==> config.mk <==
export PLATFORM = sky130hd
export DESIGN_NAME = sad_input_buf
export DESIGN_NICKNAME = d
export VERILOG_FILES = /design/src/sad_pkg.sv /design/src/sad_input_buf.sv
export SDC_FILE = /design/constraint.sdc
export NUM_CORES = 2
export LEC_CHECK = 0
export BUFFER_PORTS_ARGS = -buffer_cell sky130_fd_sc_hd__buf_2
export CAP_MARGIN = 20
export CORE_MARGIN = 3
export CORE_UTILIZATION = 44
export DETAILED_ROUTE_END_ITERATION = 12
export HOLD_SLACK_MARGIN = 0.08
export SLEW_MARGIN = 20
export SYNTH_ARGS = -nofsm -noshare
export SYNTH_HDL_FRONTEND = slang
export SYNTH_SLANG_ARGS = --single-unit
==> constraint.sdc <==
create_clock -name clk -period 4.6 [get_ports clk]
set_input_delay 0.23 -clock clk [delete_from_list [all_inputs] [get_ports clk]]
set_output_delay 0.23 -clock clk [all_outputs]
set_load 0.01 [all_outputs]
==> src/sad_pkg.sv <==
/*
 * scaled-attention package
 * matrix sizes, element types and the frame schedule constants
 */
package sad_pkg;

    // ##############################
    // sizes
    localparam int DIM         = 8;
    localparam int MAX_T       = 8;
    // one 8x8 store, indexed row*8+col
    localparam int MAT_SIZE    = DIM * MAX_T;
    localparam int LOAD_CYCLES = 192;

    // determinant expansion runs right after the 4x4 matrix is in
    localparam int DET_START = 16;
    localparam int DET_TERMS = 24;
    localparam int CNT_W     = 10;

    // ##############################
    // element types
    typedef logic signed [5:0]  det_elem_t;
    typedef logic signed [7:0]  data_t;
    typedef logic signed [18:0] proj_t;
    // relu output, never negative
    typedef logic        [36:0] score_t;
    typedef logic signed [24:0] det_t;
    typedef logic signed [53:0] wsum_t;
    typedef logic signed [91:0] result_t;

    // indices and counts
    typedef logic [5:0]       idx_t;
    typedef logic [2:0]       row_t;
    typedef logic [3:0]       rows_t;
    typedef logic [4:0]       term_t;
    typedef logic [CNT_W-1:0] cnt_t;

    // matrix written by a projection step
    typedef enum logic [1:0] {
        SEL_Q,
        SEL_K,
        SEL_V
    } proj_sel_t;

endpackage

==> src/sad_input_buf.sv <==
`timescale 1ns/10ps
/*
 * input storage
 * holds X and the three weight matrices, and reads one row of X and
 * one column of the selected weight matrix for the projection unit
 */
module sad_input_buf (
    input  logic               clk,
    input  logic               rst_n,
    input  sad_pkg::idx_t      load_idx,
    input  logic               x_we,
    input  logic               wq_we,
    input  logic               wk_we,
    input  logic               wv_we,
    input  logic               frame_clear,
    input  sad_pkg::data_t     in_data2,
    input  sad_pkg::data_t     w_q,
    input  sad_pkg::data_t     w_k,
    input  sad_pkg::data_t     w_v,
    input  sad_pkg::proj_sel_t proj_sel,
    input  sad_pkg::row_t      proj_row,
    input  sad_pkg::row_t      proj_col,
    output sad_pkg::data_t     x_row [sad_pkg::DIM],
    output sad_pkg::data_t     w_col [sad_pkg::DIM]
);
    import sad_pkg::*;

    data_t x_mem  [MAT_SIZE];
    data_t wq_mem [MAT_SIZE];
    data_t wk_mem [MAT_SIZE];
    data_t wv_mem [MAT_SIZE];

    // X is zeroed between frames, rows at T and above read as zero
    always_ff @(posedge clk or negedge rst_n) begin
        if (!rst_n) begin
            for (int i = 0; i < MAT_SIZE; i++) begin
                x_mem[i] <= '0;
            end
        end else if (frame_clear) begin
            for (int i = 0; i < MAT_SIZE; i++) begin
                x_mem[i] <= '0;
            end
        end else if (x_we) begin
            x_mem[load_idx] <= in_data2;
        end
    end

    // weights always arrive in full
    always_ff @(posedge clk) begin
        if (wq_we) begin
            wq_mem[load_idx] <= w_q;
        end
        if (wk_we) begin
            wk_mem[load_idx] <= w_k;
        end
        if (wv_we) begin
            wv_mem[load_idx] <= w_v;
        end
    end

    // column read of the row-major weights
    always_comb begin
        for (int k = 0; k < DIM; k++) begin
            x_row[k] = x_mem[{proj_row, 3'(k)}];
            case (proj_sel)
                SEL_Q:   w_col[k] = wq_mem[{3'(k), proj_col}];
                SEL_K:   w_col[k] = wk_mem[{3'(k), proj_col}];
                default: w_col[k] = wv_mem[{3'(k), proj_col}];
            endcase
        end
    end

endmodule

Word level (Yosys, flattened, before mapping)
Memories as Yosys holds them, arrays and structs flattened.
Index checks and enable logic that the tools add are counted.
Operators by class
  mux-type cells: 43
  bitwise operators: 9
  equal/unequal tests: 1
  $lt $le $gt $ge: 10
  reductions and logical operators: 3
Operators by type and width (count)
  $mux 512: 2
  $bwmux 512: 1
  $bmux 8 s6: 8
  $mux 8: 17
  $pmux 8 s2: 8
  $ge 7x7->1 const B: 9
  $not 6->7: 9
  $demux 8 s6: 1
  $lt 7x1->1 const B: 1
  $mux 1: 6
  $eq 2x1->1 const B: 1
  $logic_not 2->1: 1
  $reduce_bool 2->1: 1
  $logic_and 1x1->1: 1
Word-level totals
  memories: 3
  bits in registers: 512
  output and inout bits: 128
  RAM bits: 1536
Memories
  wk_mem: depth 64, width 8, read ports 8, clocked after memory_dff 0, write ports 1, line sad_input_buf.sv:30  | data_t wk_mem [MAT_SIZE];
  wq_mem: depth 64, width 8, read ports 8, clocked after memory_dff 0, write ports 1, line sad_input_buf.sv:29  | data_t wq_mem [MAT_SIZE];
  wv_mem: depth 64, width 8, read ports 8, clocked after memory_dff 0, write ports 1, line sad_input_buf.sv:31  | data_t wv_mem [MAT_SIZE];

Logic depth before layout (Yosys ltp)
  word-level depth: 8
  gate-level depth with buffers: 8
  gate-level depth less buffers: 4

Least setup slack after synthesis
OpenSTA, ideal clock, no wires.
  path type: input-to-output
  start point: in proj_row[0]
  end point: out x_row[0] (netlist name)
  arrival time: 1.626 ns
  path buffers: 2
  data required time: 4.370 ns
  stages on the path: 4
  setup slack: 2.744 ns
  path through: buf_2 buf_2 mux4_2 mux2_2
RTL lines
  start, declared: line sad_input_buf.sv:21  | input sad_pkg::row_t proj_row,
  end, declared: line sad_input_buf.sv:23  | output sad_pkg::data_t x_row [sad_pkg::DIM],

==> results.json <==
{
  "setup_viol": 0,
  "fillCellCount": 15700,
  "yosys_most_used_dff": "edfxtp_1",
  "routed_wl_mm": 227,
  "clkSlewWorstSetupHoldPaths_ns": 0.06,
  "outcome": "completed",
  "clockBufferDepth": 3,
  "rsz0062_at_grt": "no",
  "drive_gt1_share_pct": 20.9,
  "viasPerCell": 5.91,
  "worst_pin_slew_ns": 1.14,
  "powerDensity_nw_per_um2": 409,
  "cts_tree": "built",
  "drv_cap": 0,
  "pwr-share-seq_pct": 51.3,
  "antenna_found_initial": 9,
  "crit_required_ns": 4.37,
  "area_growth_pct": 12.5,
  "critPathMaxStageDelay_ns": 0.84,
  "worstSetupEndpointType": "output pin",
  "ir_worst_vdd_uv": 331,
  "crit_type": "input pin to output pin",
  "synth_top_area_share_pct": 54.4,
  "min_path_type": "input pin to asynchronous set/reset pin",
  "grt_remaining_overflow": 0,
  "slew_headroom_pct": 24.2,
  "io_buffers": 180,
  "power.switching_uw": 8800,
  "first_iter_violations": 4327,
  "clock_skew_ns": 0,
  "yosysSeqAreaShare_pct": 69.5,
  "final_nets": 5141,
  "vias": 46000,
  "synth.top_cells.by_count": "1536 x edfxtp_1, 842 x mux2i_1, 515 x nor2_1",
  "place_congestion": 0.800,
  "grt_max_degree": 131,
  "grt_pass1_vias": 46000,
  "path_buf_inv": 4,
  "leakagePower_uw": 0.0385,
  "seq_area_um2": 58900,
  "root_buffer": "clkbuf_16",
  "final_util_pct": 50.0,
  "syn_area_um2": 84800,
  "multi_input_area_um2": 24100,
  "core-area_um2": 191000,
  "route.antenna.remaining_nets": 0,
  "final_max_slew_viol_count": 0,
  "cpLargestDelayFamily": "buffers and inverters",
  "cp.arrival_ns": 3.15,
  "intPower_uw": 30300,
  "layout_min_cycle_time_ns": 3.38,
  "hpwl_mm": 137,
  "synth_warnings": 0,
  "hold_viol": 0,
  "cpMostUsedCell": "buf_12",
  "yosys.area.top_type": "edfxtp_1",
  "grt_util_all_layers_pct": 22.8,
  "cts.sinks": 2048,
  "drc": 0,
  "async_flop_share_pct": 25.0,
  "dr.pass1.iters": 8,
  "grt_pass1_wl_mm": 331,
  "startpoint_type": "input pin",
  "cts_setup_buffers": 0,
  "wire_per_inst_um": 29.2,
  "clock_latency_ns": 0.80,
  "yosysMostFrequentCell": "edfxtp_1",
  "synthCells": 4940,
  "io_pins": 181,
  "path_cells": "buf_8 -> buf_12 -> buf_12 -> mux4_2 -> a22oi_1 -> nand3_1 -> buf_2",
  "clockPowerShare_pct": 43.0,
  "die_height_um": 445,
  "final.setup.tns_ns": 0,
  "ys_ff_latch": 2048,
  "synthTopCellsByArea": "edfxtp_1 54%, dfrtp_1 15%, mux2i_1 9.9%, mux4_2 9.2%, nor2_1 2.3%",
  "die_area_um2": 198000,
  "die_w_um": 445,
  "switching_share_pct": 22.5,
  "synth_edf_count": 1536,
  "cp_slowest_cell": "a22oi_1",
  "max_freq_mhz": 296,
  "syn_avg_cell_area_um2": 17.2,
  "initial_core_util_pct": 44.4,
  "p_comb_share_pct": 5.7,
  "fin_crit_sh_pct": 73.5,
  "placementRows": 160,
  "numCtsBuffers": 209,
  "synth_cell_types": 41,
  "synth_nets": 4993,
  "cp_max_fo": 33,
  "htree_levels": 4
}
[cells in the final DEF (no fill, tap or decap), drive strengths merged, types with 10 or more instances in the layout]
cell,synthesis,layout
edfxtp,1536,1536
mux2i,842,842
nor2,517,517
dfrtp,512,512
mux4,346,346
buf,149,300
clkbuf,241,276
and3,192,192
nand3,127,127
a22oi,126,126
a221oi,107,107
clkinv,0,81
mux2,66,66
o21ai,63,63
nand2,38,38
dlygate4sd3,0,27
nand4,19,19
o211ai,19,19
bufinv,0,16
inv,3,10
[worst min-delay path, cell delays in order]
cell	delay (ns)
dlygate4sd3_1	0.58
buf_8	0.21
buf_16	0.36
[cell families after synthesis]
logic type / after synthesis / share of synthesized area (%)
muxes: 1254 / 20.0
DFF: 2048 / 69.5
buffers and inverters: 393 / 2.14
AOI/OAI and AO/OA: 320 / 2.81
and+or+nand+nor: 925 / 5.57
[state kept, by name (all words and copies together) (netlist names)]
register	cells
wk_mem	512
wq_mem	512
wv_mem	512
x_mem	512
[routing by layer]
metal  vias to the layer above  global-route usage, %  routed length, um  share of wire, %
li1                      19700                      -                  -                 -
met3                       317                   3.60              14100               6.2
met1                     24500                   32.0              95400                42
met2                      1556                   36.9             111000                49
met5                         -                      0                  0                 0
met4                         0                   7.20               7140               3.1
[area by class of cell]
type	count	share of cell area [%]
flip-flops and latches	2048	61.8
multi-input cells	2499	25.3
clock buffers	276	5.95
well taps	2511	3.29
repair buffers	327	2.53
clock inverters	108	1.18
diodes	6	0.0157
inverters	3	0.0118
[what timing repair did]
action,CTS,global route
gates resized for setup,0,0
hold endpoints to repair,1117,0
setup endpoints to repair,0,0
hold buffers,28,0
[worst paths after layout]
| check | startpoint | to | slack (ns) | depth (start not counted) |
|---|---|---|---|---|
| min in group clk | in_data2[0] | x_mem[104]$_DFFE_PN0P_ | 0.15 | 4 |
| max | proj_col[0] | w_col[14] | 1.22 | 7 |
| max reg2reg | x_mem[469]$_DFFE_PN0P_ | x_mem[469]$_DFFE_PN0P_ | 3.85 | 2 |
| max in group asynchronous | rst_n | x_mem[252]$_DFFE_PN0P_ | 3.83 | 3 |
| min reg2reg | x_mem[82]$_DFFE_PN0P_ | x_mem[82]$_DFFE_PN0P_ | 0.51 | 2 |
| min | rst_n | x_mem[363]$_DFFE_PN0P_ | 0.13 | 3 |
[through the flow]
step	hold slack, ns	power (uW)	setup WS [ns]	cell area, um^2	cells
after floorplan	-0.0656	21600	2.74	84800	4940
after global placement	0.304	22600	1.23	88300	7359
after detailed placement	0.308	22600	1.21	88300	7359
after CTS	0.0820	39400	1.21	95400	7771
after global routing	0.134	40200	1.17	95400	7773
final	0.128	39100	1.22	95400	7778
[power by group through the flow]
stage	Sequential, uW	Combinational (uW)	Clock [uW]
6_report	20100	2210	16800
5_1_grt	20000	2340	17900
4_1_cts	20100	2240	17100
3_5_place_dp	20400	2220	0
3_3_place_gp	20400	2200	0
2_1_floorplan	20400	1150	0
Note: power is estimated with default switching activity, not from simulation.
