## src/sad_pkg.sv

```systemverilog
/*
 * scaled-attention package
 * matrix sizes, element types and the frame schedule constants
 */
package sad_pkg;

    // ##############################
    // sizes
    localparam int DIM         = 8;
    localparam int MAX_T       = 8;
    // one 8x8 store, indexed row*8+col
    localparam int MAT_SIZE    = DIM * MAX_T;
    localparam int LOAD_CYCLES = 192;

    // determinant expansion runs right after the 4x4 matrix is in
    localparam int DET_START = 16;
    localparam int DET_TERMS = 24;
    localparam int CNT_W     = 10;

    // ##############################
    // element types
    typedef logic signed [5:0]  det_elem_t;
    typedef logic signed [7:0]  data_t;
    typedef logic signed [18:0] proj_t;
    // relu output, never negative
    typedef logic        [36:0] score_t;
    typedef logic signed [24:0] det_t;
    typedef logic signed [53:0] wsum_t;
    typedef logic signed [91:0] result_t;

    // indices and counts
    typedef logic [5:0]       idx_t;
    typedef logic [2:0]       row_t;
    typedef logic [3:0]       rows_t;
    typedef logic [4:0]       term_t;
    typedef logic [CNT_W-1:0] cnt_t;

    // matrix written by a projection step
    typedef enum logic [1:0] {
        SEL_Q,
        SEL_K,
        SEL_V
    } proj_sel_t;

endpackage

```

## src/sad_sequencer.sv

```systemverilog
`timescale 1ns/10ps
/*
 * frame sequencer
 * counts the cycles of a frame, latches T in cycle 0 and turns the
 * count into load strobes, phase strobes and row/column indices
 */
module sad_sequencer (
    input  logic               clk,
    input  logic               rst_n,
    input  logic               in_valid,
    input  sad_pkg::rows_t     t_rows,
    output sad_pkg::idx_t      load_idx,
    output logic               x_we,
    output logic               wq_we,
    output logic               wk_we,
    output logic               wv_we,
    output logic               det_we,
    output logic               det_step,
    output sad_pkg::term_t     det_term,
    output logic               proj_en,
    output sad_pkg::proj_sel_t proj_sel,
    output sad_pkg::row_t      proj_row,
    output sad_pkg::row_t      proj_col,
    output logic               score_en,
    output sad_pkg::row_t      score_row,
    output sad_pkg::row_t      score_col,
    output logic               out_en,
    output sad_pkg::row_t      out_row,
    output sad_pkg::row_t      out_col,
    output logic               frame_clear
);
    import sad_pkg::*;

    logic       busy;
    cnt_t       cnt;
    rows_t      t_reg;
    rows_t      t_cur;
    logic       load;
    logic [7:0] t_sq;
    cnt_t       t8;
    cnt_t       proj_end;
    cnt_t       score_end;
    cnt_t       out_end;
    cnt_t       det_off;
    cnt_t       proj_off;
    cnt_t       proj_ent;
    cnt_t       out_off;

    // ##############################
    // frame counter
    // cnt rests at 0 while idle, so the first burst cycle is cycle 0
    always_ff @(posedge clk or negedge rst_n) begin
        if (!rst_n) begin
            busy  <= 1'b0;
            cnt   <= '0;
            t_reg <= '0;
        end else if (!busy) begin
            if (in_valid) begin
                busy  <= 1'b1;
                cnt   <= cnt_t'(1);
                t_reg <= t_rows;
            end
        end else if (frame_clear) begin
            busy <= 1'b0;
            cnt  <= '0;
        end else begin
            cnt <= cnt + cnt_t'(1);
        end
    end

    // ##############################
    // load strobes
    // T is not latched yet in cycle 0, take it straight from the port
    assign t_cur    = busy ? t_reg : t_rows;
    assign load     = (busy || in_valid) && cnt < cnt_t'(LOAD_CYCLES);
    assign load_idx = cnt[5:0];
    assign x_we     = load && cnt < cnt_t'({t_cur, 3'b000});
    assign wq_we    = load && cnt[7:6] == 2'd0;
    assign wk_we    = load && cnt[7:6] == 2'd1;
    assign wv_we    = load && cnt[7:6] == 2'd2;
    assign det_we   = load && cnt < cnt_t'(DET_START);

    // phase boundaries, all relative to cycle 0
    assign t8        = cnt_t'({t_reg, 3'b000});
    assign t_sq      = t_reg * t_reg;
    assign proj_end  = cnt_t'(LOAD_CYCLES) + t8 + (t8 << 1);
    assign score_end = proj_end + cnt_t'(t_sq);
    assign out_end   = score_end + t8;

    // one permutation term per cycle
    assign det_step = busy && cnt >= cnt_t'(DET_START)
                    && cnt < cnt_t'(DET_START + DET_TERMS);
    assign det_off  = cnt - cnt_t'(DET_START);
    assign det_term = det_off[4:0];

    // ##############################
    // projections: all of Q, then K, then V, 8T entries each
    assign proj_en  = busy && cnt >= cnt_t'(LOAD_CYCLES) && cnt < proj_end;
    assign proj_off = cnt - cnt_t'(LOAD_CYCLES);

    always_comb begin
        if (proj_off < t8) begin
            proj_sel = SEL_Q;
            proj_ent = proj_off;
        end else if (proj_off < (t8 << 1)) begin
            proj_sel = SEL_K;
            proj_ent = proj_off - t8;
        end else begin
            proj_sel = SEL_V;
            proj_ent = proj_off - (t8 << 1);
        end
    end

    assign proj_row = proj_ent[5:3];
    assign proj_col = proj_ent[2:0];

    // scores walk a TxT grid, so the indices step on their own
    assign score_en = busy && cnt >= proj_end && cnt < score_end;

    always_ff @(posedge clk or negedge rst_n) begin
        if (!rst_n) begin
            score_row <= '0;
            score_col <= '0;
        end else if (!score_en) begin
            score_row <= '0;
            score_col <= '0;
        end else if ({1'b0, score_col} == t_reg - 4'd1) begin
            score_col <= '0;
            score_row <= score_row + 3'd1;
        end else begin
            score_col <= score_col + 3'd1;
        end
    end

    // outputs, row-major over T rows and 8 columns
    assign out_en      = busy && cnt >= score_end && cnt < out_end;
    assign out_off     = cnt - score_end;
    assign out_row     = out_off[5:3];
    assign out_col     = out_off[2:0];
    assign frame_clear = busy && cnt == out_end;

endmodule

```

## config.mk

```make
export PLATFORM = sky130hd
export DESIGN_NAME = sad_sequencer
export DESIGN_NICKNAME = d
export VERILOG_FILES = /design/src/sad_pkg.sv /design/src/sad_sequencer.sv
export SDC_FILE = /design/constraint.sdc
export NUM_CORES = 1
export LEC_CHECK = 0
export BUFFER_PORTS_ARGS = -buffer_cell sky130_fd_sc_hd__buf_4
export CORE_ASPECT_RATIO = 0.75
export CORE_MARGIN = 2
export CORE_UTILIZATION = 59
export CTS_BUF_LIST = sky130_fd_sc_hd__clkbuf_16
export DETAILED_ROUTE_END_ITERATION = 12
export PLACE_DENSITY = 0.82
export SYNTH_ARGS = -nofsm -noshare
export SYNTH_HDL_FRONTEND = slang
export SYNTH_SLANG_ARGS = --single-unit
```

## constraint.sdc

```tcl
create_clock -name clk -period 5.4 [get_ports clk]
set_input_delay 0.54 -clock clk [delete_from_list [all_inputs] [get_ports clk]]
set_output_delay 0.54 -clock clk [all_outputs]
set_load 0.05 [all_outputs]
```

**Yosys cells after proc, flatten, opt, wreduce, memory -nomap -nowiden**

Cells that the tools add are included.

- Bits in registers: 21
- Output and inout bits: 41

- Add/subtract/negate cells: 13
- Reduce and logical (&&, ||, !) cells: 19
- Equal/unequal tests: 5
- Magnitude comparators: 13
- Bitwise gates (word level): 1
- Multiply operators: 1
- Muxes and demuxes: 15

Operators with widths:

| cell | count |
|---|---|
| 10-bit < comparator | 3 |
| 10-bit 2-to-1 mux | 3 |
| 10-bit >= comparator | 2 |
| 10-bit by 7-bit < comparator with 1-bit output | 2 |
| 6-bit subtractor | 3 |
| 1-bit logical AND | 15 |
| 3-bit 2-to-1 mux | 4 |
| 6-bit 2-to-1 mux | 2 |
| 10-bit by 1-bit adder with 10-bit output, second input constant | 1 |
| 10-bit by 7-bit adder with 10-bit output | 1 |
| 10-bit by 8-bit adder with 10-bit output | 1 |
| 9-bit by 8-bit adder with 10-bit output | 1 |
| 10-bit equality test | 1 |
| 10-bit by 5-bit >= comparator with 1-bit output, second input constant | 1 |
| 10-bit by 8-bit >= comparator with 1-bit output, second input constant | 1 |
| 10-bit by 5-bit < comparator with 1-bit output, second input constant | 1 |
| 10-bit by 6-bit < comparator with 1-bit output, second input constant | 1 |
| 10-bit by 8-bit < comparator with 1-bit output | 1 |
| 10-bit by 8-bit < comparator with 1-bit output, second input constant | 1 |
| 10-bit by 8-bit subtractor with 10-bit output, second input constant | 1 |
| 8-bit by 7-bit adder with 9-bit output, first input constant | 1 |
| 4-bit by 4-bit multiplier with 8-bit output | 1 |
| 3-bit by 1-bit adder with 3-bit output, second input constant | 2 |
| 5-bit subtractor, second input constant | 1 |
| other kinds (13) | 16 |

**Depth between registers and ports, before layout**

- Word-level depth: 8
- Depth in mapped cells: 21
- Gate-level depth less buffers: 20

**Worst setup path before layout**

No wires, ideal clock.

- Path type: flip-flop to output port
- From: register t_reg[1]
- To: output frame_clear
- Data arrival time: 5.381 ns
- Path buffers: 0
- Data required time: 4.860 ns
- Path slack: -0.521 ns
- Cell stages (with the launch flop): 17
- Path through: dfrtp_1 inv_1 ha_1 ha_1 inv_1 fa_1 xor2_1 ha_1 ha_1 inv_1 or4_1 o2111ai_2 nand3_2 xnor2_1 ha_1 nand4_1 nor4_1

- Longest elaborated chain between the ends: 6

RTL lines:

| element | line | RTL |
|---|---|---|
| from (decl) | sad_sequencer.sv:36 | `rows_t t_reg;` |
| from (signal assigned) | sad_sequencer.sv:61 | `t_reg <= t_rows;` |
| 8-bit by 7-bit adder with 9-bit output | sad_sequencer.sv:86 | `assign proj_end = cnt_t'(LOAD_CYCLES) + t8 + (t8 << 1);` |
| 9-bit by 8-bit adder with 10-bit output | sad_sequencer.sv:86 |  |
| 10-bit by 8-bit adder with 10-bit output | sad_sequencer.sv:87 | `assign score_end = proj_end + cnt_t'(t_sq);` |
| 10-bit by 7-bit adder with 10-bit output * | sad_sequencer.sv:88 | `assign out_end = score_end + t8;` |
| 10-bit equality test * | sad_sequencer.sv:140 | `assign frame_clear = busy && cnt == out_end;` |
| 1-bit logical AND * | sad_sequencer.sv:140 |  |
| to (decl) | sad_sequencer.sv:30 | `output logic frame_clear` |

Mark *: on every way between the ends. The rest lies on a longest branch, timed or not.

**Worst setup path after layout**

- From: register t_reg[1]
- To: output out_en

- Longest elaborated chain between the ends: 6

RTL lines:

| element | line | RTL |
|---|---|---|
| 8-bit by 7-bit adder with 9-bit output | sad_sequencer.sv:86 |  |
| 9-bit by 8-bit adder with 10-bit output | sad_sequencer.sv:86 |  |
| 10-bit by 8-bit adder with 10-bit output | sad_sequencer.sv:87 |  |
| 10-bit by 7-bit adder with 10-bit output / 10-bit >= comparator (equally long branches) | sad_sequencer.sv:88, sad_sequencer.sv:136 |  |
| 10-bit < comparator / 1-bit logical AND (equally long branches) | sad_sequencer.sv:136 | `assign out_en = busy && cnt >= score_end && cnt < out_end;` |
| 1-bit logical AND * | sad_sequencer.sv:136 |  |
| to (decl) | sad_sequencer.sv:27 | `output logic out_en,` |

Marked as above.

==> impl_metrics.env <==
export IMPL_outcome="complete, no violations"
export IMPL_cp_endpoint="out_en"
export IMPL_htree_num_levels=1
export IMPL_rows=23
export IMPL_antenna_found_initial=0
export IMPL_clock_sinks=21
export IMPL_grt_max_degree=22
export IMPL_final_util=0.7076
export IMPL_final_nets=497
export IMPL_final_cell_area_sq_mm=0.003767
export IMPL_first_iter_violations=193
export IMPL_portBuffers=47
export IMPL_first_global_vias=2628
export IMPL_startpoint_type="flop"
export IMPL_slew_headroom=0.5045
export IMPL_synth_distinct_cells=59
export IMPL_synth_edf_count=0
export IMPL_rsz0062_at_grt="yes"
export IMPL_grt_usage=0.2693
export IMPL_initial_utilization=0.6092
export IMPL_tns_ns=0
export IMPL_vias=2808
export IMPL_fin_worst_skew_ns=0.004611
export IMPL_worst_pin_slew_ns=0.7405
export IMPL_detail_route_antenna_nets=0
export IMPL_worstPathArrival_ns=4.66
export IMPL_grt_pass1_wl_microns=12610
export IMPL_routedWlPerCell_microns=15.77
export IMPL_fin_ws_ns=0.1994
export IMPL_drv_cap=0
export IMPL_synth_ff_type="dfrtp_1"
export IMPL_worstReg2RegStart="t_reg[1]$_DFFE_PN0P_"
export IMPL_worstPathRequired_ns=4.86
export IMPL_dp_hpwl_microns=5964
export IMPL_fin_crit_ns=5.201
export IMPL_die_w_microns=89.61
export IMPL_largest_reg_flops=10
export IMPL_ys_seq_area_frac=0.1620
export IMPL_cts_max_path_buffers=2
export IMPL_post_place_ws_ns=0.2921
export IMPL_synth_area_sq_mm=0.003243
export IMPL_hold_path_class="input pin to asynchronous set/reset pin"
export IMPL_hold_viol=0
export IMPL_first_pass_iters=4
export IMPL_r2r_cells=20
export IMPL_worstSetupPathType="flop to primary output"
export IMPL_post_route_drc_count=0
export IMPL_grt_ovfl_total=0
export IMPL_die_area_sq_mm=0.006112
export IMPL_syn_num_nets=457
export IMPL_core_sq_mm=0.005324
export IMPL_fmax_mhz=192.3
export IMPL_netlist_instances=374
export IMPL_r2r_slack_ns=0.50
export IMPL_placed_cell_area_sq_mm=0.003591
export IMPL_gp_congestion=0.8574
export IMPL_pin_count=48
export IMPL_post_route_period_util=0.9631
export IMPL_synth_warnings=0
export IMPL_path_clk_slew_ns=0.06
export IMPL_syn_area_per_cell_sq_um=8.671
export IMPL_wirelength_microns=7695
export IMPL_drive_above_1_share=0.2107
export IMPL_via_per_inst=5.754
export IMPL_fp_dieH_microns=68.21
export IMPL_cts_inserted_buffers=3
export IMPL_synthArstFlopShare=1.000
export IMPL_synth_seq_cells=21
export IMPL_rr_endpoint="cnt[8]$_DFFE_PN0P_"
export IMPL_path_max_fanout=8
export IMPL_syn_to_final_growth_pct=16.17
export IMPL_holdBufCountCts=0
export IMPL_num_antenna_cells=0
export IMPL_endpoint_kind="primary output"
export IMPL_cts_tree="built"
export IMPL_clkLatencyLatePin_ns=0.26
export IMPL_cts_root_buf="clkbuf_16"
export IMPL_startpoint="t_reg[1]$_DFFE_PN0P_"
export IMPL_setup_viol=0
export IMPL_slew_violations=0
## repair_timing
action,4_1_cts,5_1_grt
endpoints found under the setup margin,1,9
resized for setup,1,18
setup buffers,0,3
pin swaps,0,1
## how the worst min path moves through the flow
| stage | startpoint | endpoint | slack (ns) | cells after the start |
|---|---|---|---|---|
| 2_1_floorplan | rst_n | busy$_DFF_PN0_ | 0.24 | 0 |
| 3_3_place_gp | rst_n | t_reg[0]$_DFFE_PN0P_ | 0.44 | 1 |
| 3_5_place_dp | rst_n | t_reg[2]$_DFFE_PN0P_ | 0.45 | 1 |
| 4_1_cts | rst_n | t_reg[2]$_DFFE_PN0P_ | 0.17 | 1 |
| 5_1_grt | rst_n | t_reg[2]$_DFFE_PN0P_ | 0.18 | 1 |
| 6_report | rst_n | t_reg[2]$_DFFE_PN0P_ | 0.16 | 1 |
## Yosys cell counts, types with 2 or more instances
| cell type | number | area share |
|---|---|---|
| mux2i_1 | 7 | 0.022 |
| o21a_1 | 5 | 0.012 |
| nand4_1 | 3 | 0.0058 |
| nor2_2 | 2 | 0.0039 |
| o21ai_0 | 23 | 0.035 |
| fa_1 | 9 | 0.056 |
| a21oi_1 | 14 | 0.022 |
| nor2b_1 | 9 | 0.017 |
| nand3_1 | 4 | 0.0062 |
| a211oi_1 | 6 | 0.014 |
| o31ai_1 | 4 | 0.0093 |
| o22ai_1 | 2 | 0.0039 |
| xor2_1 | 7 | 0.019 |
| nor2_1 | 25 | 0.029 |
| nand3b_1 | 4 | 0.0093 |
| xnor2_1 | 16 | 0.043 |
| o21ai_1 | 3 | 0.0046 |
| dfrtp_1 | 21 | 0.16 |
| buf_2 | 3 | 0.0046 |
| a21o_1 | 3 | 0.0069 |
| and2_1 | 3 | 0.0058 |
| ha_1 | 67 | 0.26 |
| nand2_1 | 21 | 0.024 |
| nor3b_1 | 3 | 0.0069 |
| a22oi_1 | 4 | 0.0093 |
| inv_1 | 47 | 0.054 |
| nor3_1 | 3 | 0.0046 |
| nor4_1 | 3 | 0.0058 |
| o21bai_1 | 2 | 0.0046 |
| and3_1 | 3 | 0.0058 |
| nor3_2 | 2 | 0.0062 |
| buf_4 | 14 | 0.032 |
| nand2b_1 | 5 | 0.0096 |
| o2111ai_2 | 2 | 0.0093 |
## layout by cell type (no fill, tap or decap), types with 5 or more instances in the layout
master | netlist | final
fa_1 | 9 | 7
nand2b_1 | 5 | 5
o21a_1 | 5 | 5
nor2b_1 | 9 | 9
ha_1 | 67 | 66
nand2_1 | 21 | 21
xor2_1 | 7 | 6
o21ai_0 | 23 | 22
nor2_1 | 25 | 24
dfrtp_1 | 21 | 20
mux2i_1 | 7 | 7
xnor2_1 | 16 | 15
a21oi_1 | 14 | 13
buf_4 | 14 | 52
inv_1 | 47 | 45
## cells by family after synthesis
| family | share of synthesized area |
|---|---|
| compound gates | 0.1647 |
| xor+xnor | 0.06944 |
| fa+ha+maj | 0.3140 |
| buf+inv | 0.09722 |
| flops | 0.1620 |
| mux | 0.02161 |
| simple gates | 0.1709 |
## metal layers
layer  vias up  wire length, microns  track usage
li1       1362                     -            -
met1      1339                  3561       0.3663
met2        98                  3566       0.4504
met3         9                   482      0.04222
met4         0                    85      0.06530
met5         -                     0            0
## worst max-delay path, stage by stage, from the launching register on
cell and delay [ns]:
dfrtp_1 0.40, inv_2 0.16, ha_1 0.27, ha_1 0.20, inv_1 0.09, fa_2 0.44, inv_1 0.07, ha_1 0.23
ha_2 0.38, o21ai_0 0.12, or4_1 0.42, o2111ai_2 0.13, inv_2 0.07, ha_1 0.29, nand4_1 0.15, or4_4 0.53
a211oi_4 0.25, buf_6 0.18
## stage by stage
stage          std cells  hold WS, ns
3_3_place_gp         481       0.4430
2_1_floorplan        374       0.2444
6_report             488       0.1612
5_1_grt              488       0.1795
3_5_place_dp         481       0.4479
4_1_cts              485       0.1700
## final cells by class
cell class	instances	area [sq um]
clock buffers	3	75.07
clock inverters	1	3.754
fillers	436	1556
inverters	48	180.2
multi-input cells	286	2475
flip-flops and latches	21	526.8
well taps	75	93.84
repair buffers	54	412.9
Power is left out: the tool's default activity adds up to more than one toggle a clock period on the data nets, which glitch-free logic cannot reach.
