### config.mk
export PLATFORM = sky130hd
export DESIGN_NAME = sad_det
export DESIGN_NICKNAME = d
export VERILOG_FILES = /design/src/sad_pkg.sv /design/src/sad_det.sv
export SDC_FILE = /design/constraint.sdc
export NUM_CORES = 1
export LEC_CHECK = 0
export BUFFER_PORTS_ARGS = -buffer_cell sky130_fd_sc_hd__buf_2
export CAP_MARGIN = 15
export CELL_PAD_IN_SITES_DETAIL_PLACEMENT = 1
export CELL_PAD_IN_SITES_GLOBAL_PLACEMENT = 1
export CORE_MARGIN = 1.5
export CORE_UTILIZATION = 40
export CTS_CLUSTER_DIAMETER = 100
export DETAILED_ROUTE_END_ITERATION = 16
export PLACE_DENSITY_LB_ADDON = 0.1
export SETUP_SLACK_MARGIN = 0.4
export SYNTH_ARGS = -nofsm -noshare
export SYNTH_HDL_FRONTEND = slang
export SYNTH_SLANG_ARGS = --single-unit
export TNS_END_PERCENT = 50
### constraint.sdc
create_clock -name clk -period 44.7 [get_ports clk]
set_input_delay 2.235 -clock clk [delete_from_list [all_inputs] [get_ports clk]]
set_output_delay 2.235 -clock clk [all_outputs]
set_load 0.005 [all_outputs]
### src/sad_pkg.sv
/*
 * scaled-attention package
 * matrix sizes, element types and the frame schedule constants
 */
package sad_pkg;

    // ##############################
    // sizes
    localparam int DIM         = 8;
    localparam int MAX_T       = 8;
    // one 8x8 store, indexed row*8+col
    localparam int MAT_SIZE    = DIM * MAX_T;
    localparam int LOAD_CYCLES = 192;

    // determinant expansion runs right after the 4x4 matrix is in
    localparam int DET_START = 16;
    localparam int DET_TERMS = 24;
    localparam int CNT_W     = 10;

    // ##############################
    // element types
    typedef logic signed [5:0]  det_elem_t;
    typedef logic signed [7:0]  data_t;
    typedef logic signed [18:0] proj_t;
    // relu output, never negative
    typedef logic        [36:0] score_t;
    typedef logic signed [24:0] det_t;
    typedef logic signed [53:0] wsum_t;
    typedef logic signed [91:0] result_t;

    // indices and counts
    typedef logic [5:0]       idx_t;
    typedef logic [2:0]       row_t;
    typedef logic [3:0]       rows_t;
    typedef logic [4:0]       term_t;
    typedef logic [CNT_W-1:0] cnt_t;

    // matrix written by a projection step
    typedef enum logic [1:0] {
        SEL_Q,
        SEL_K,
        SEL_V
    } proj_sel_t;

endpackage

### src/sad_det.sv
`timescale 1ns/10ps
/*
 * 4x4 determinant
 * captures the matrix and adds one signed Leibniz term per step
 */
module sad_det (
    input  logic               clk,
    input  logic               rst_n,
    input  logic               det_we,
    input  sad_pkg::idx_t      load_idx,
    input  sad_pkg::det_elem_t in_data1,
    input  logic               det_step,
    input  sad_pkg::term_t     det_term,
    input  logic               frame_clear,
    output sad_pkg::det_t      det
);
    import sad_pkg::*;

    // column picked in rows 0..3, two bits each, lexicographic order
    localparam logic [7:0] PERM [DET_TERMS] = '{
        8'h1b, 8'h1e, 8'h27, 8'h2d, 8'h36, 8'h39,
        8'h4b, 8'h4e, 8'h63, 8'h6c, 8'h72, 8'h78,
        8'h87, 8'h8d, 8'h93, 8'h9c, 8'hb1, 8'hb4,
        8'hc6, 8'hc9, 8'hd2, 8'hd8, 8'he1, 8'he4
    };

    det_elem_t          mat [16];
    logic [7:0]         perm;
    logic               neg;
    // four 6-bit factors, (-32)^4 needs 22 bits
    logic signed [21:0] term;

    always_ff @(posedge clk) begin
        if (det_we) begin
            mat[load_idx[3:0]] <= in_data1;
        end
    end

    // in lexicographic order the sign runs + - - + and repeats
    assign perm = PERM[det_term];
    assign neg  = det_term[0] ^ det_term[1];
    assign term = mat[{2'd0, perm[7:6]}] * mat[{2'd1, perm[5:4]}]
                * mat[{2'd2, perm[3:2]}] * mat[{2'd3, perm[1:0]}];

    always_ff @(posedge clk or negedge rst_n) begin
        if (!rst_n) begin
            det <= '0;
        end else if (frame_clear) begin
            det <= '0;
        end else if (det_step) begin
            if (neg) begin
                det <= det - term;
            end else begin
                det <= det + term;
            end
        end
    end

endmodule

# --- After elaboration in Yosys (flattened, before gate mapping) ---
# Memories as Yosys holds them, arrays and structs flattened.
# Cells that the tools add are included.
word_totals:
  input_bits: 22
  ram_bits: 96
  reg_bits: 25
  out_inout_bits: 25
  romBits: 256
  mem_count: 2
op_classes:
  magnitude_cmp: 1
  n_mux: 7
  addsub: 2
  mul: 3
  n_reduce_logical: 1
  bitwise_logic: 2
memory_table:
  columns: ["memory", "depth", "width", "read_ports", "rd_ports_with_merged_regs", "wr", "line_no", "rtl"]
  rows:
  - ["(no name shown)", 32, 8, 1, 0, 0, "sad_det.sv:40", "assign perm = PERM[det_term];"]
  - ["mat", 16, 6, 4, 0, 1, "sad_det.sv:27", "det_elem_t mat [16];"]
op_table:
  columns: ["operator", "n"]
  rows:
  - ["$mux W25", 3]
  - ["$add A25 B22 Y25", 1]
  - ["$sub A25 B22 Y25", 1]
  - ["$mul A18 B6 Y22", 1]
  - ["$mul A12 B6 Y18", 1]
  - ["$mux W8", 2]
  - ["$mul A6 B6 Y12", 1]
  - ["$ge A6 B6 Y1 const B", 1]
  - ["$not A5 Y6", 1]
  - ["$mux W1", 2]
  - ["$reduce_bool A2 Y1", 1]
  - ["$xor A1 B1 Y1", 1]

# --- Longest topological paths before layout ---
# Gate-level depths: netlist (run 1).
# An unclocked memory read counts as a cell.
logic_depth:
  depth_word: 12
  ltp_mapped: 66

# --- Worst setup path before layout (run 1) ---
# No wires, ideal clock.
synth_timing:
  path_kind: "in2reg"
  start: "input port det_term[2]"
  end: "register det[24]"
  required_time_ns: 44.573
  n_path_buf: 2
  setup_ns: 0.127
  setup_slack_ns: 27.373
  arrival_ns: 17.200
  cell_stages: 63
  cell_sequence: "buf_4 inv_1 ha_1 nor2_1 nor2_1 a21oi_1 clkbuf_1 mux2_2 o21ai_0 or2_2 fa_1 fa_1 inv_1 fa_1 inv_1 fa_1 inv_1 fa_1 [27 not listed] a2111oi_4 o311a_1 o21ai_2 a21o_1 a21oi_2 xnor3_2 xnor2_1 xnor2_1 ha_1 a21oi_1 nand2_1 a21o_1 a21o_1 a21oi_2 nand4_1 o211a_1 nand4_1 mux2_1"
synth_via:
  elab_chain_len: 12
  word_cells_on_any_way: 13
  cone_classes: "add/sub: 2; mul: 3; mux: 5; bitwise: 1; memory: 2"
synth_rtl:
  columns: ["element", "line_no", "rtl"]
  rows:
  - ["start: declaration", "sad_det.sv:13", "input sad_pkg::term_t det_term,"]
  - ["$not A5 Y6 (not written as such) (*)", "sad_det.sv:40", null]
  - ["$mem_v2 Z32 W8 (*)", null, null]
  - ["$mux W8 (not written as such) (*) (2 in a row)", "sad_det.sv:40", null]
  - ["$mem_v2 Z16 W6 (*)", null, null]
  - ["$mul A6 B6 Y12", "sad_det.sv:42", "assign term = mat[{2'd0, perm[7:6]}] * mat[{2'd1, perm[5:4]}]"]
  - ["$mul A12 B6 Y18", "sad_det.sv:43", "* mat[{2'd2, perm[3:2]}] * mat[{2'd3, perm[1:0]}];"]
  - ["$mul A18 B6 Y22 (*)", "sad_det.sv:43", null]
  - ["$add A25 B22 Y25 or $sub A25 B22 Y25 (tied branches)", "sad_det.sv:54, sad_det.sv:52", null]
  - ["$mux W25 (*)", "sad_det.sv:51", "if (neg) begin"]
  - ["$mux W25 (*)", "sad_det.sv:50", "end else if (det_step) begin"]
  - ["$mux W25 (*)", "sad_det.sv:48", "end else if (frame_clear) begin"]
  - ["end signal: assignment", "sad_det.sv:52", "det <= det - term;"]
  - ["end signal: assignment", "sad_det.sv:54", "det <= det + term;"]
  - ["end: declaration", "sad_det.sv:15", "output sad_pkg::det_t det"]
# Mark *: on every way between the ends. The rest lies on a longest branch, timed or not. The select of a mux whose other input is x is not followed.
# A chain may end at the register's enable or synchronous reset.

# --- Worst setup path in the final report (run 1) ---
# Same ends and word-level chain as after synthesis.

==> results of run 1 <==
## layer usage
layer	up-vias	part of all wire (%)
met5	-	0
met4	0	1.4
met3	24	1.6
met2	80	52
met1	4874	45
li1	4750	-
## cells by family after synthesis
kind of cell / after synthesis / share of synthesized area [%]
AND/OR/NAND/NOR: 433 / 14.9
adder cells (fa/ha/maj): 277 / 32.7
buffers and inverters: 156 / 4.37
XOR/XNOR: 89 / 5.76
flip-flops: 121 / 25.4
multiplexers: 90 / 7.12
AO/OA/AOI/OAI: 196 / 9.76
## how the worst max path moves through the flow
stage           startpoint      end  slack, ns  cells after the start
6_report       det_term[2]  det[24]      25.61                     60
5_1_grt        det_term[2]  det[24]      24.34                     56
4_1_cts        det_term[2]  det[24]      25.42                     62
3_5_place_dp   det_term[2]  det[24]      24.99                     62
3_3_place_gp   det_term[2]  det[24]      25.20                     62
2_1_floorplan  det_term[2]  det[24]      27.37                     63
## sequential cells by signal, indices dropped and copies added, names as in the netlist
signal / flops
det: 25
mat: 96
## layout make-up
class | count | area, um^2 | area share (%)
multi-input combinational | 1085 | 9690 | 64.2
sequential | 121 | 3510 | 23.2
tap | 448 | 561 | 3.71
inverter | 131 | 492 | 3.26
clock buffer | 17 | 425 | 2.82
timing repair buffer | 54 | 295 | 1.96
clock inverter | 13 | 124 | 0.821
## layout by cell type (no fill, tap or decap), drive strengths merged, types with 21 or more instances in the layout
master,count
or2,21
mux2i,64
nor2,181
nand2b,25
and2,24
inv,134
edfxtp,96
fa,140
nand2,95
buf,54
nor2b,23
xor2,30
o21ai,36
dfrtp,25
a21o,26
ha,137
mux2,22
xnor2,58
a21oi,54
## through the flow
step | area (um^2) | hold slack (ns) | worst slack (ns)
2_1_floorplan | 13800 | 0.517 | 27.37
3_3_place_gp | 14500 | 0.527 | 25.20
3_5_place_dp | 14500 | 0.529 | 24.99
4_1_cts | 15100 | 0.540 | 25.42
5_1_grt | 15100 | 0.550 | 24.34
6_report | 15100 | 0.536 | 25.61
## synthesized netlist by cell type, drive strengths merged, types with 3 or more instances
master	number	area, um^2
inv	131	492
nor2b	23	144
o211ai	4	30.0
a211oi	9	67.6
nand3b	4	30.0
mux4	4	90.1
mux2i	64	641
and2	24	151
a221oi	6	58.8
nand2	95	359
xor2	30	263
nor3	17	90.1
ha	137	1710
nor4	7	65.1
o2111ai	3	26.3
fa	140	2800
a31oi	9	56.3
buf	9	51.3
a21boi	4	30.0
nand4	5	31.3
o31ai	3	36.3
edfxtp	96	2880
or2	21	131
o21ai	36	188
a21oi	54	278
nand2b	25	156
and3	5	36.3
a211o	3	26.3
a21o	26	195
o21a	8	60.1
dfrtp	25	626
nor2	181	684
o21bai	7	52.6
or3	8	50.1
xnor2	58	508
nand3	10	50.1
o221ai	3	26.3
clkbuf	16	60.1
mux2	22	251
==> run metrics, run 1 <==
run status=completed; count of warnings emitted by yosys=0; flop and latch count out of synthesis=121; number of nets in the layout=1709; count of placed standard cells including taps=1839; total negative slack for setup checks=0 ns; highest clock rate=52.4 MHz; maximum clock skew at final layout=0.0111 ns; first-pass GRT wire length=55100 um; largest net degree at the start of global routing=35; Cell Count, Final, Fillers Out=1869; area growth from synthesis to layout=9.37%; combined global-route utilization of all metal layers=19.6%; final setup violation count=0; floorplan core area=33800 um^2; Setup Fix Bufs, Post-CTS=0; Avg Synthesized Cell Area=10.1 um^2; source of the worst register-to-register timing path=mat[4][0]; antenna violations before repair=0; Data required, critical path=45.01 ns; most used cell along the critical path=sky130_fd_sc_hd__fa_1; CP arrival=19.39 ns; worst reg2reg endpoint=det[24]; number of diodes=0; number of vias per cell=5.20; Finished Core Util=44.7%; fraction of met2 tracks used by global routing=36.3%; Critical Path Start Type=input port; fill cell instance count of the final layout=3820; CTS Hold Bufs=0; CTS Sinks=121; TritonCTS clock tree=built; final routed DRC violation total=0; Congestion Overflow GR=0; H-tree level count=4; violation count after the first detailed-routing iteration=284; min Tclk post-route=19.09 ns; RSZ-0062 raised after global routing=no; Synth Instances=1362; routability cong.=0.805; worst-case reg-to-reg path depth=56; met3 global-route usage=2.46%; die footprint=35600 um^2; delay of the slowest cell on the worst path=0.83 ns; fraction of synthesis flops using an asynchronous set or reset pin=20.7%; Critical Path Sink Type=register; category of cells accounting for the largest share of critical-path delay=adder cells; overall die height=189 um; endpoints failing hold=0; cell at the root of the clock tree=sky130_fd_sc_hd__clkbuf_16; number of synthesized flops with an enable pin=96; highest net fanout along the worst path=12; worst min-delay path class=register to register; length of the first detailed-routing pass in iterations=4; post-detail-place hpwl=27000 um; met1 GRT Util=24.1%; final routed wire length divided by cell count=17.8 um; number of buffers created by CTS=17; peak-usage layer in the global routing report=met2; final clock period utilization by the worst path=42.7%; number of buffers between clock root and the deepest sink=2; critical setup path kind=input port to register; starting utilization of the core area=40.9%; depth of the worst hold-timing path=1; number of buffer cells added on primary ports=44; I/O pin count=47; mapped cell area=13800 um^2; synthesized net count=1661; residual antenna-violating net count after detailed routing=0; hold_sp=det[23]; Detailed Route WL=33300 um; ratio of cells with drive above 1 in the final layout=10.6%; Reg clk slew, reported paths=0.06 ns; vias in the first global route=10600; max-cap violations=0; slew margin rel.=23.9%; register area share after synthesis=25.4%; Primary FF master, synth=sky130_fd_sc_hd__edfxtp_1; reg2reg setup slack=28.56 ns; slew at the pin closest to its max-slew limit=1.11 ns; std cell rows=67; cell type of the slowest stage on the worst timing path=sky130_fd_sc_hd__mux2i_1; floorplan die width=189 um; final count of pins violating max slew=0; buffers plus inverters on the worst setup path=9; number of distinct standard cells referenced by the synthesized netlist=81; clock latency reported for the late side of the worst-skew pair=0.42 ns; overall via count from detail_route=9728; number of instances resized during post-cts repair=0; Endpoint, Worst Hold=det[23]
Power of run 1 is left out: the tool's default activity adds up to more than one toggle a clock period on the data nets, which glitch-free logic cannot reach.
==> run 2, diff against run 1 <==
- ABC_AREA: unset -> 1
- clock period: 44.7 -> 16.4 ns (I/O delays scaled with it)
==> run 2 against run 1 <==
  * Hold slack got worse by 0.12 ns
  * Clock-buffer cell count increased by 1
  * First-iteration DRC count increased by 67%
  * Routed wire length increased by 14%
  * Synthesized cell count increased by 27%
  * Critical path depth increased by 3
  * Core utilization increased by 0.092 points
  * Synthesized area increased by 3.1%
  * Sequential cell count unchanged
  * Non-clock buffer count increased by 9
  * Critical path type unchanged
==> run metrics, run 2 <==
CP arrival=15.29 ns (-4.10 ns); CTS Hold Bufs=0 (unchanged); final clock period utilization by the worst path=91.4%; worst-case reg-to-reg path depth=61 (+8.9%); final count of pins violating max slew=0 (unchanged); Congestion Overflow GR=0 (unchanged); area growth from synthesis to layout=9.50%; Reg clk slew, reported paths=0.06 ns (about the same); overall die height=192 um (+1.5%); routability cong.=0.854 (+6.0%); CTS Sinks=121 (unchanged); cell type contributing the most total cell area after synthesis=sky130_fd_sc_hd__edfxtp_1; DP Worst Slack=0.557 ns (-24.43 ns); highest clock rate=66.7 MHz; endpoints failing hold=0 (unchanged); Critical Path Sink Type=register; highest net fanout along the worst path=13 (+1); most common library cell in the layout ignoring fill and taps=sky130_fd_sc_hd__nand2_1; final routed wire length divided by cell count=16.8 um (-5.8%); residual antenna-violating net count after detailed routing=0 (unchanged); critical setup path kind=input port to register; slew at the pin closest to its max-slew limit=0.751 ns (-0.359 ns); count of warnings emitted by yosys=0 (unchanged); starting utilization of the core area=40.9% (about the same); Avg Synthesized Cell Area=8.22 um^2 (-19%); H-tree level count=4 (unchanged); number of nets in the layout=2088 (+22%); count leader, synth=sky130_fd_sc_hd__nand2_1; share of the synthesized area in the top cell type=20.3% (-0.63 points); flop and latch count out of synthesis=121 (unchanged); cell type of the slowest stage on the worst timing path=sky130_fd_sc_hd__fa_1; final routed DRC violation total=0 (unchanged); TritonCTS clock tree=built; I/O pin count=47 (unchanged); reg2reg setup slack=2.62 ns (-25.94 ns); total negative slack for setup checks=0 ns (unchanged); register area share after synthesis=24.7% (-0.76 points); slew margin rel.=49.9% (+26 points); mapped cell area=14200 um^2 (+3.1%); first-pass GRT wire length=63800 um (+16%); number of buffers between clock root and the deepest sink=2 (unchanged); number of buffer cells added on primary ports=44 (unchanged); cell at the root of the clock tree=sky130_fd_sc_hd__clkbuf_16; ratio of cells with drive above 1 in the final layout=8.16% (-2.5 points); vias in the first global route=12300 (+16%); number of vias per cell=5.03 (-3.4%); floorplan core area=34800 um^2 (+3.0%); violation count after the first detailed-routing iteration=474 (+67%); post-detail-place hpwl=31300 um (+16%); Critical Path Start Type=input port; most used cell along the critical path=sky130_fd_sc_hd__fa_1; overall via count from detail_route=11300 (+17%); worst setup margin=1.41 ns (-24.20 ns); final setup violation count=0 (unchanged); antenna violations before repair=0 (unchanged); worst reg2reg endpoint=det[24]; min Tclk post-route=14.99 ns; synthesized net count=2031 (+22%); delay of the slowest cell on the worst path=0.54 ns (-0.29 ns); length of the first detailed-routing pass in iterations=6 (+2); max-cap violations=0 (unchanged); Primary FF master, synth=sky130_fd_sc_hd__edfxtp_1; worst min-delay path class=input port to async pin; floorplan die width=192 um (+1.5%); RSZ-0062 raised after global routing=no; die footprint=36700 um^2 (+3.1%); source of the worst register-to-register timing path=mat[7][2]; run status=completed; number of flip-flops under the largest register name=96 (unchanged); std cell rows=68 (+1.5%); number of distinct standard cells referenced by the synthesized netlist=50 (-38%); Synth Instances=1732 (+27%); clock latency reported for the late side of the worst-skew pair=0.43 ns (about the same); leading cell types by total area after synthesis=sky130_fd_sc_hd__edfxtp_1 20%, sky130_fd_sc_hd__fa_1 20%, sky130_fd_sc_hd__ha_1 12%; number of synthesized flops with an enable pin=96 (unchanged); Data required, critical path=16.71 ns (-28.30 ns); number of buffers created by CTS=17 (unchanged); number of diodes=0 (unchanged); ranking of synthesized cells by instance count=392 x sky130_fd_sc_hd__nand2_1, 262 x sky130_fd_sc_hd__inv_1, 227 x sky130_fd_sc_hd__nor2_1; commonest cells after routing, fill and taps aside=392 x sky130_fd_sc_hd__nand2_1, 262 x sky130_fd_sc_hd__inv_1, 227 x sky130_fd_sc_hd__nor2_1; fraction of synthesis flops using an asynchronous set or reset pin=20.7% (unchanged); largest net degree at the start of global routing=26 (-26%); maximum clock skew at final layout=0.0128 ns (+0.00174 ns); combined global-route utilization of all metal layers=22.2% (+2.6 points); Detailed Route WL=37900 um (+14%)
run 2: changes by cell type after synthesis, moves of 23 or more:
| cell | previous run | this run |
|---|---|---|
| sky130_fd_sc_hd__nor2b_1 | 23 | 0 |
| sky130_fd_sc_hd__o21ai_0 | 28 | 51 |
| sky130_fd_sc_hd__inv_1 | 130 | 262 |
| sky130_fd_sc_hd__nand3_1 | 10 | 110 |
| sky130_fd_sc_hd__nor2_1 | 179 | 227 |
| sky130_fd_sc_hd__xnor2_1 | 58 | 27 |
| sky130_fd_sc_hd__mux2i_1 | 64 | 0 |
| sky130_fd_sc_hd__nand2b_1 | 25 | 0 |
| sky130_fd_sc_hd__nand2_1 | 94 | 392 |
run 2: cell type report:
type / count / area, um^2
fillers: 4201 / 19200
multi-input cells: 1314 / 9550
flip-flops and latches: 121 / 3510
inverters: 272 / 1030
well taps: 455 / 569
clock buffers: 18 / 429
repair buffers: 63 / 375
clock inverters: 14 / 121
run 2: kinds of logic (layout without fill, tap and decap cells):
family / after synthesis / in the layout / synth area share, %
compound gates: 174 / 174 / 7.25
xor+xnor: 68 / 68 / 4.19
fa+ha+maj: 277 / 277 / 31.7
buf+inv: 297 / 367 / 8.29
flops: 121 / 121 / 24.7
simple gates: 795 / 795 / 23.9
run 2: routing by layer:
layer | wire [um] | track usage [%] | up-vias
met3 | 797 | 1.97 | 33
li1 | - | - | 5637
met2 | 17500 | 36.3 | 114
met4 | 471 | 4.81 | 0
met5 | 0 | 0 | -
met1 | 19100 | 31.9 | 5561
run 2: per-stage QoR:
| step | hold WS, ns | instance area [um^2] | utilization (%) | std cells |
|---|---|---|---|---|
| after CTS | 0.424 | 15500 | 44.6 | 2254 |
| after floorplan | 0.500 | 14200 | - | 1732 |
| after detailed placement | 0.511 | 15000 | 43.1 | 2222 |
| after global routing | 0.457 | 15600 | 44.8 | 2257 |
| final | 0.417 | 15600 | 44.8 | 2257 |
| after global placement | 0.493 | 15000 | 43.1 | 2222 |
run 2: worst max-delay path by stage:
stage	endpoint	startpoint	cells after the start	slack [ns]
2_1_floorplan	det[24]	det_term[2]	67	2.45
3_3_place_gp	det[24]	det_term[2]	64	0.70
3_5_place_dp	det[24]	det_term[2]	64	0.56
4_1_cts	det[24]	det_term[2]	63	0.86
5_1_grt	det[24]	det_term[2]	71	0.39
6_report	det[24]	det_term[2]	63	1.41
run 2: repair_timing:
| action | 4_1_cts | 5_1_grt |
|---|---|---|
| setup endpoints to repair | 0 | 2 |
| resized for setup | 0 | 3 |
| buffers inserted | 0 | 3 |
run 2: critical path: cells and delay by family:
kind	cells	cell delay [ns]
simple gates	18	1.98
compound gates	13	2.81
xor+xnor	3	0.72
fa+ha+maj	17	7.76
buf+inv	12	1.21
Power of run 2 is left out for the same reason.
==> run 3, diff against run 2 <==
- CORE_MARGIN: 1.5 -> 5
==> run 3 against run 2 <==
  * Clock-buffer cell count unchanged
  * Via count up 0.68%
  * Setup slack better by 0.095 ns
  * Critical path depth up 3
  * Largest cell class unchanged
  * Clock skew down 0.0047 ns
  * Fmax up 0.64%
  * Critical path type unchanged
  * Sequential share of layout area about the same
  * Sequential cell count unchanged
==> run metrics, run 3 (synthesis gave the netlist of run 2 again) <==
final setup violation count=0 (unchanged); slew margin rel.=52.7% (+2.7 points); length of the first detailed-routing pass in iterations=5 (-1); CTS Hold Bufs=0 (unchanged); I/O pin count=47 (unchanged); most common library cell in the layout ignoring fill and taps=sky130_fd_sc_hd__nand2_1; combined global-route utilization of all metal layers=20.3% (-1.9 points); Congestion Overflow GR=0 (unchanged); number of buffers created by CTS=17 (unchanged); delay of the slowest cell on the worst path=0.55 ns (about the same); CP arrival=15.20 ns (-0.09 ns); floorplan die width=199 um (+3.7%); final count of pins violating max slew=0 (unchanged); total area of sequential cells=3510 um^2 (unchanged); area of combinational cells with multiple inputs=9580 um^2 (+0.29%); Cell Count, Final, Fillers Out=2259 (+0.089%); number of buffers between clock root and the deepest sink=2 (unchanged); highest clock rate=67.2 MHz (+0.64%); largest net degree at the start of global routing=26 (unchanged); number of vias per cell=5.06 (+0.59%); first-pass GRT wire length=64200 um (+0.65%); total negative slack for setup checks=0 ns (unchanged); final routed DRC violation total=0 (unchanged); cell at the root of the clock tree=sky130_fd_sc_hd__clkbuf_16; residual antenna-violating net count after detailed routing=0 (unchanged); count of placed standard cells including taps=2223 (+0.045%); die footprint=39400 um^2 (+7.4%); Reg clk slew, reported paths=0.06 ns (about the same); endpoints failing hold=0 (unchanged); clock latency reported for the late side of the worst-skew pair=0.42 ns (about the same); TritonCTS clock tree=built; most used cell along the critical path=sky130_fd_sc_hd__inv_1; maximum clock skew at final layout=0.00812 ns (-0.00468 ns); ratio of cells with drive above 1 in the final layout=8.34% (+0.19 points); Critical Path Sink Type=register; final hold slack=0.417 ns (-0.0000490 ns); number of nets in the layout=2084 (-0.19%); Finished Core Util=44.2% (-0.60 points); overall via count from detail_route=11400 (+0.68%); vias in the first global route=12300 (+0.024%); slew at the pin closest to its max-slew limit=0.708 ns (-0.0436 ns); worst min-delay path class=input port to async pin; run status=completed; Critical Path Start Type=input port; highest net fanout along the worst path=12 (-1); fill cell instance count of the final layout=4265 (+1.5%); violation count after the first detailed-routing iteration=395 (-17%); commonest cells after routing, fill and taps aside=392 x sky130_fd_sc_hd__nand2_1, 261 x sky130_fd_sc_hd__inv_1, 227 x sky130_fd_sc_hd__nor2_1; H-tree level count=4 (unchanged); min Tclk post-route=14.89 ns (-0.0954 ns); antenna violations before repair=0 (unchanged); post-detail-place hpwl=31800 um (+1.7%); Data required, critical path=16.71 ns (about the same); number of buffer cells added on primary ports=44 (unchanged); final routed wire length divided by cell count=17.2 um (+2.4%); overall die height=199 um (+3.7%); RSZ-0062 raised after global routing=no; floorplan core area=35300 um^2 (+1.5%); area growth from synthesis to layout=9.61%; worst setup path startpoint=det_term[1]; cell type of the slowest stage on the worst timing path=sky130_fd_sc_hd__fa_1; CTS Sinks=121 (unchanged); final clock period utilization by the worst path=90.8% (-0.58 points); critical setup path kind=input port to register; std cell rows=69 (+1.5%); max-cap violations=0 (unchanged); Detailed Route WL=38800 um (+2.5%); number of flip-flops under the largest register name=96 (unchanged); starting utilization of the core area=40.3% (-0.59 points); source of the worst register-to-register timing path=mat[7][2]; number of diodes=0 (unchanged); routability cong.=0.828 (-3.0%)
[run 3: cell count changes in the layout (fill, tap and decap cells not counted), sizes merged]
cell      change
clkbuf        +1
clkinvlp      +2
buf           -5
inv           +2
clkinv        -4
[run 3: path summary, 6_finish.rpt]
path,slack (ns),to,cells past startpoint
max,1.51,det[24],66
min,0.42,det[7],1
max reg2reg,2.66,det[24],63
min reg2reg,0.51,det[16],2
max in group asynchronous,15.57,det[18],1
min in group clk,0.51,det[16],2
[run 3: what timing repair did]
item / in CTS / in global routing
gates resized for setup: 0 / 9
buffers inserted: 0 / 4
setup endpoints to repair: 0 / 4
[run 3: worst max-delay path, delay by kind of cell]
family	cells	cell delay [ns]
buf+inv	15	1.35
compound gates	11	2.29
xor+xnor	2	0.47
simple gates	21	2.52
fa+ha+maj	17	7.71
[run 3: stage by stage]
stage	instance area, um^2	setup slack (ns)
final	15600	1.51
after detailed placement	15000	0.556
after floorplan	14200	2.45
after CTS	15500	0.931
after global routing	15600	0.444
after global placement	15000	0.716
[run 3: routing by layer]
| metal | vias to the layer above | share of wire (%) | GRT usage (%) |
|---|---|---|---|
| met5 | - | 0 | 0 |
| met1 | 5651 | 50 | 29.2 |
| met3 | 19 | 1.5 | 1.41 |
| li1 | 5642 | - | - |
| met4 | 0 | 0.86 | 3.95 |
| met2 | 110 | 48 | 34.2 |
[run 3: layout make-up]
cell class	count	area share (%)
Multi-Input combinational cell	1314	61.4
Sequential cell	121	22.5
Inverter	272	6.60
Tap cell	461	3.70
Clock buffer	18	2.75
Timing Repair Buffer	59	2.15
Clock inverter	14	0.890
Power of run 3 is left out for the same reason.
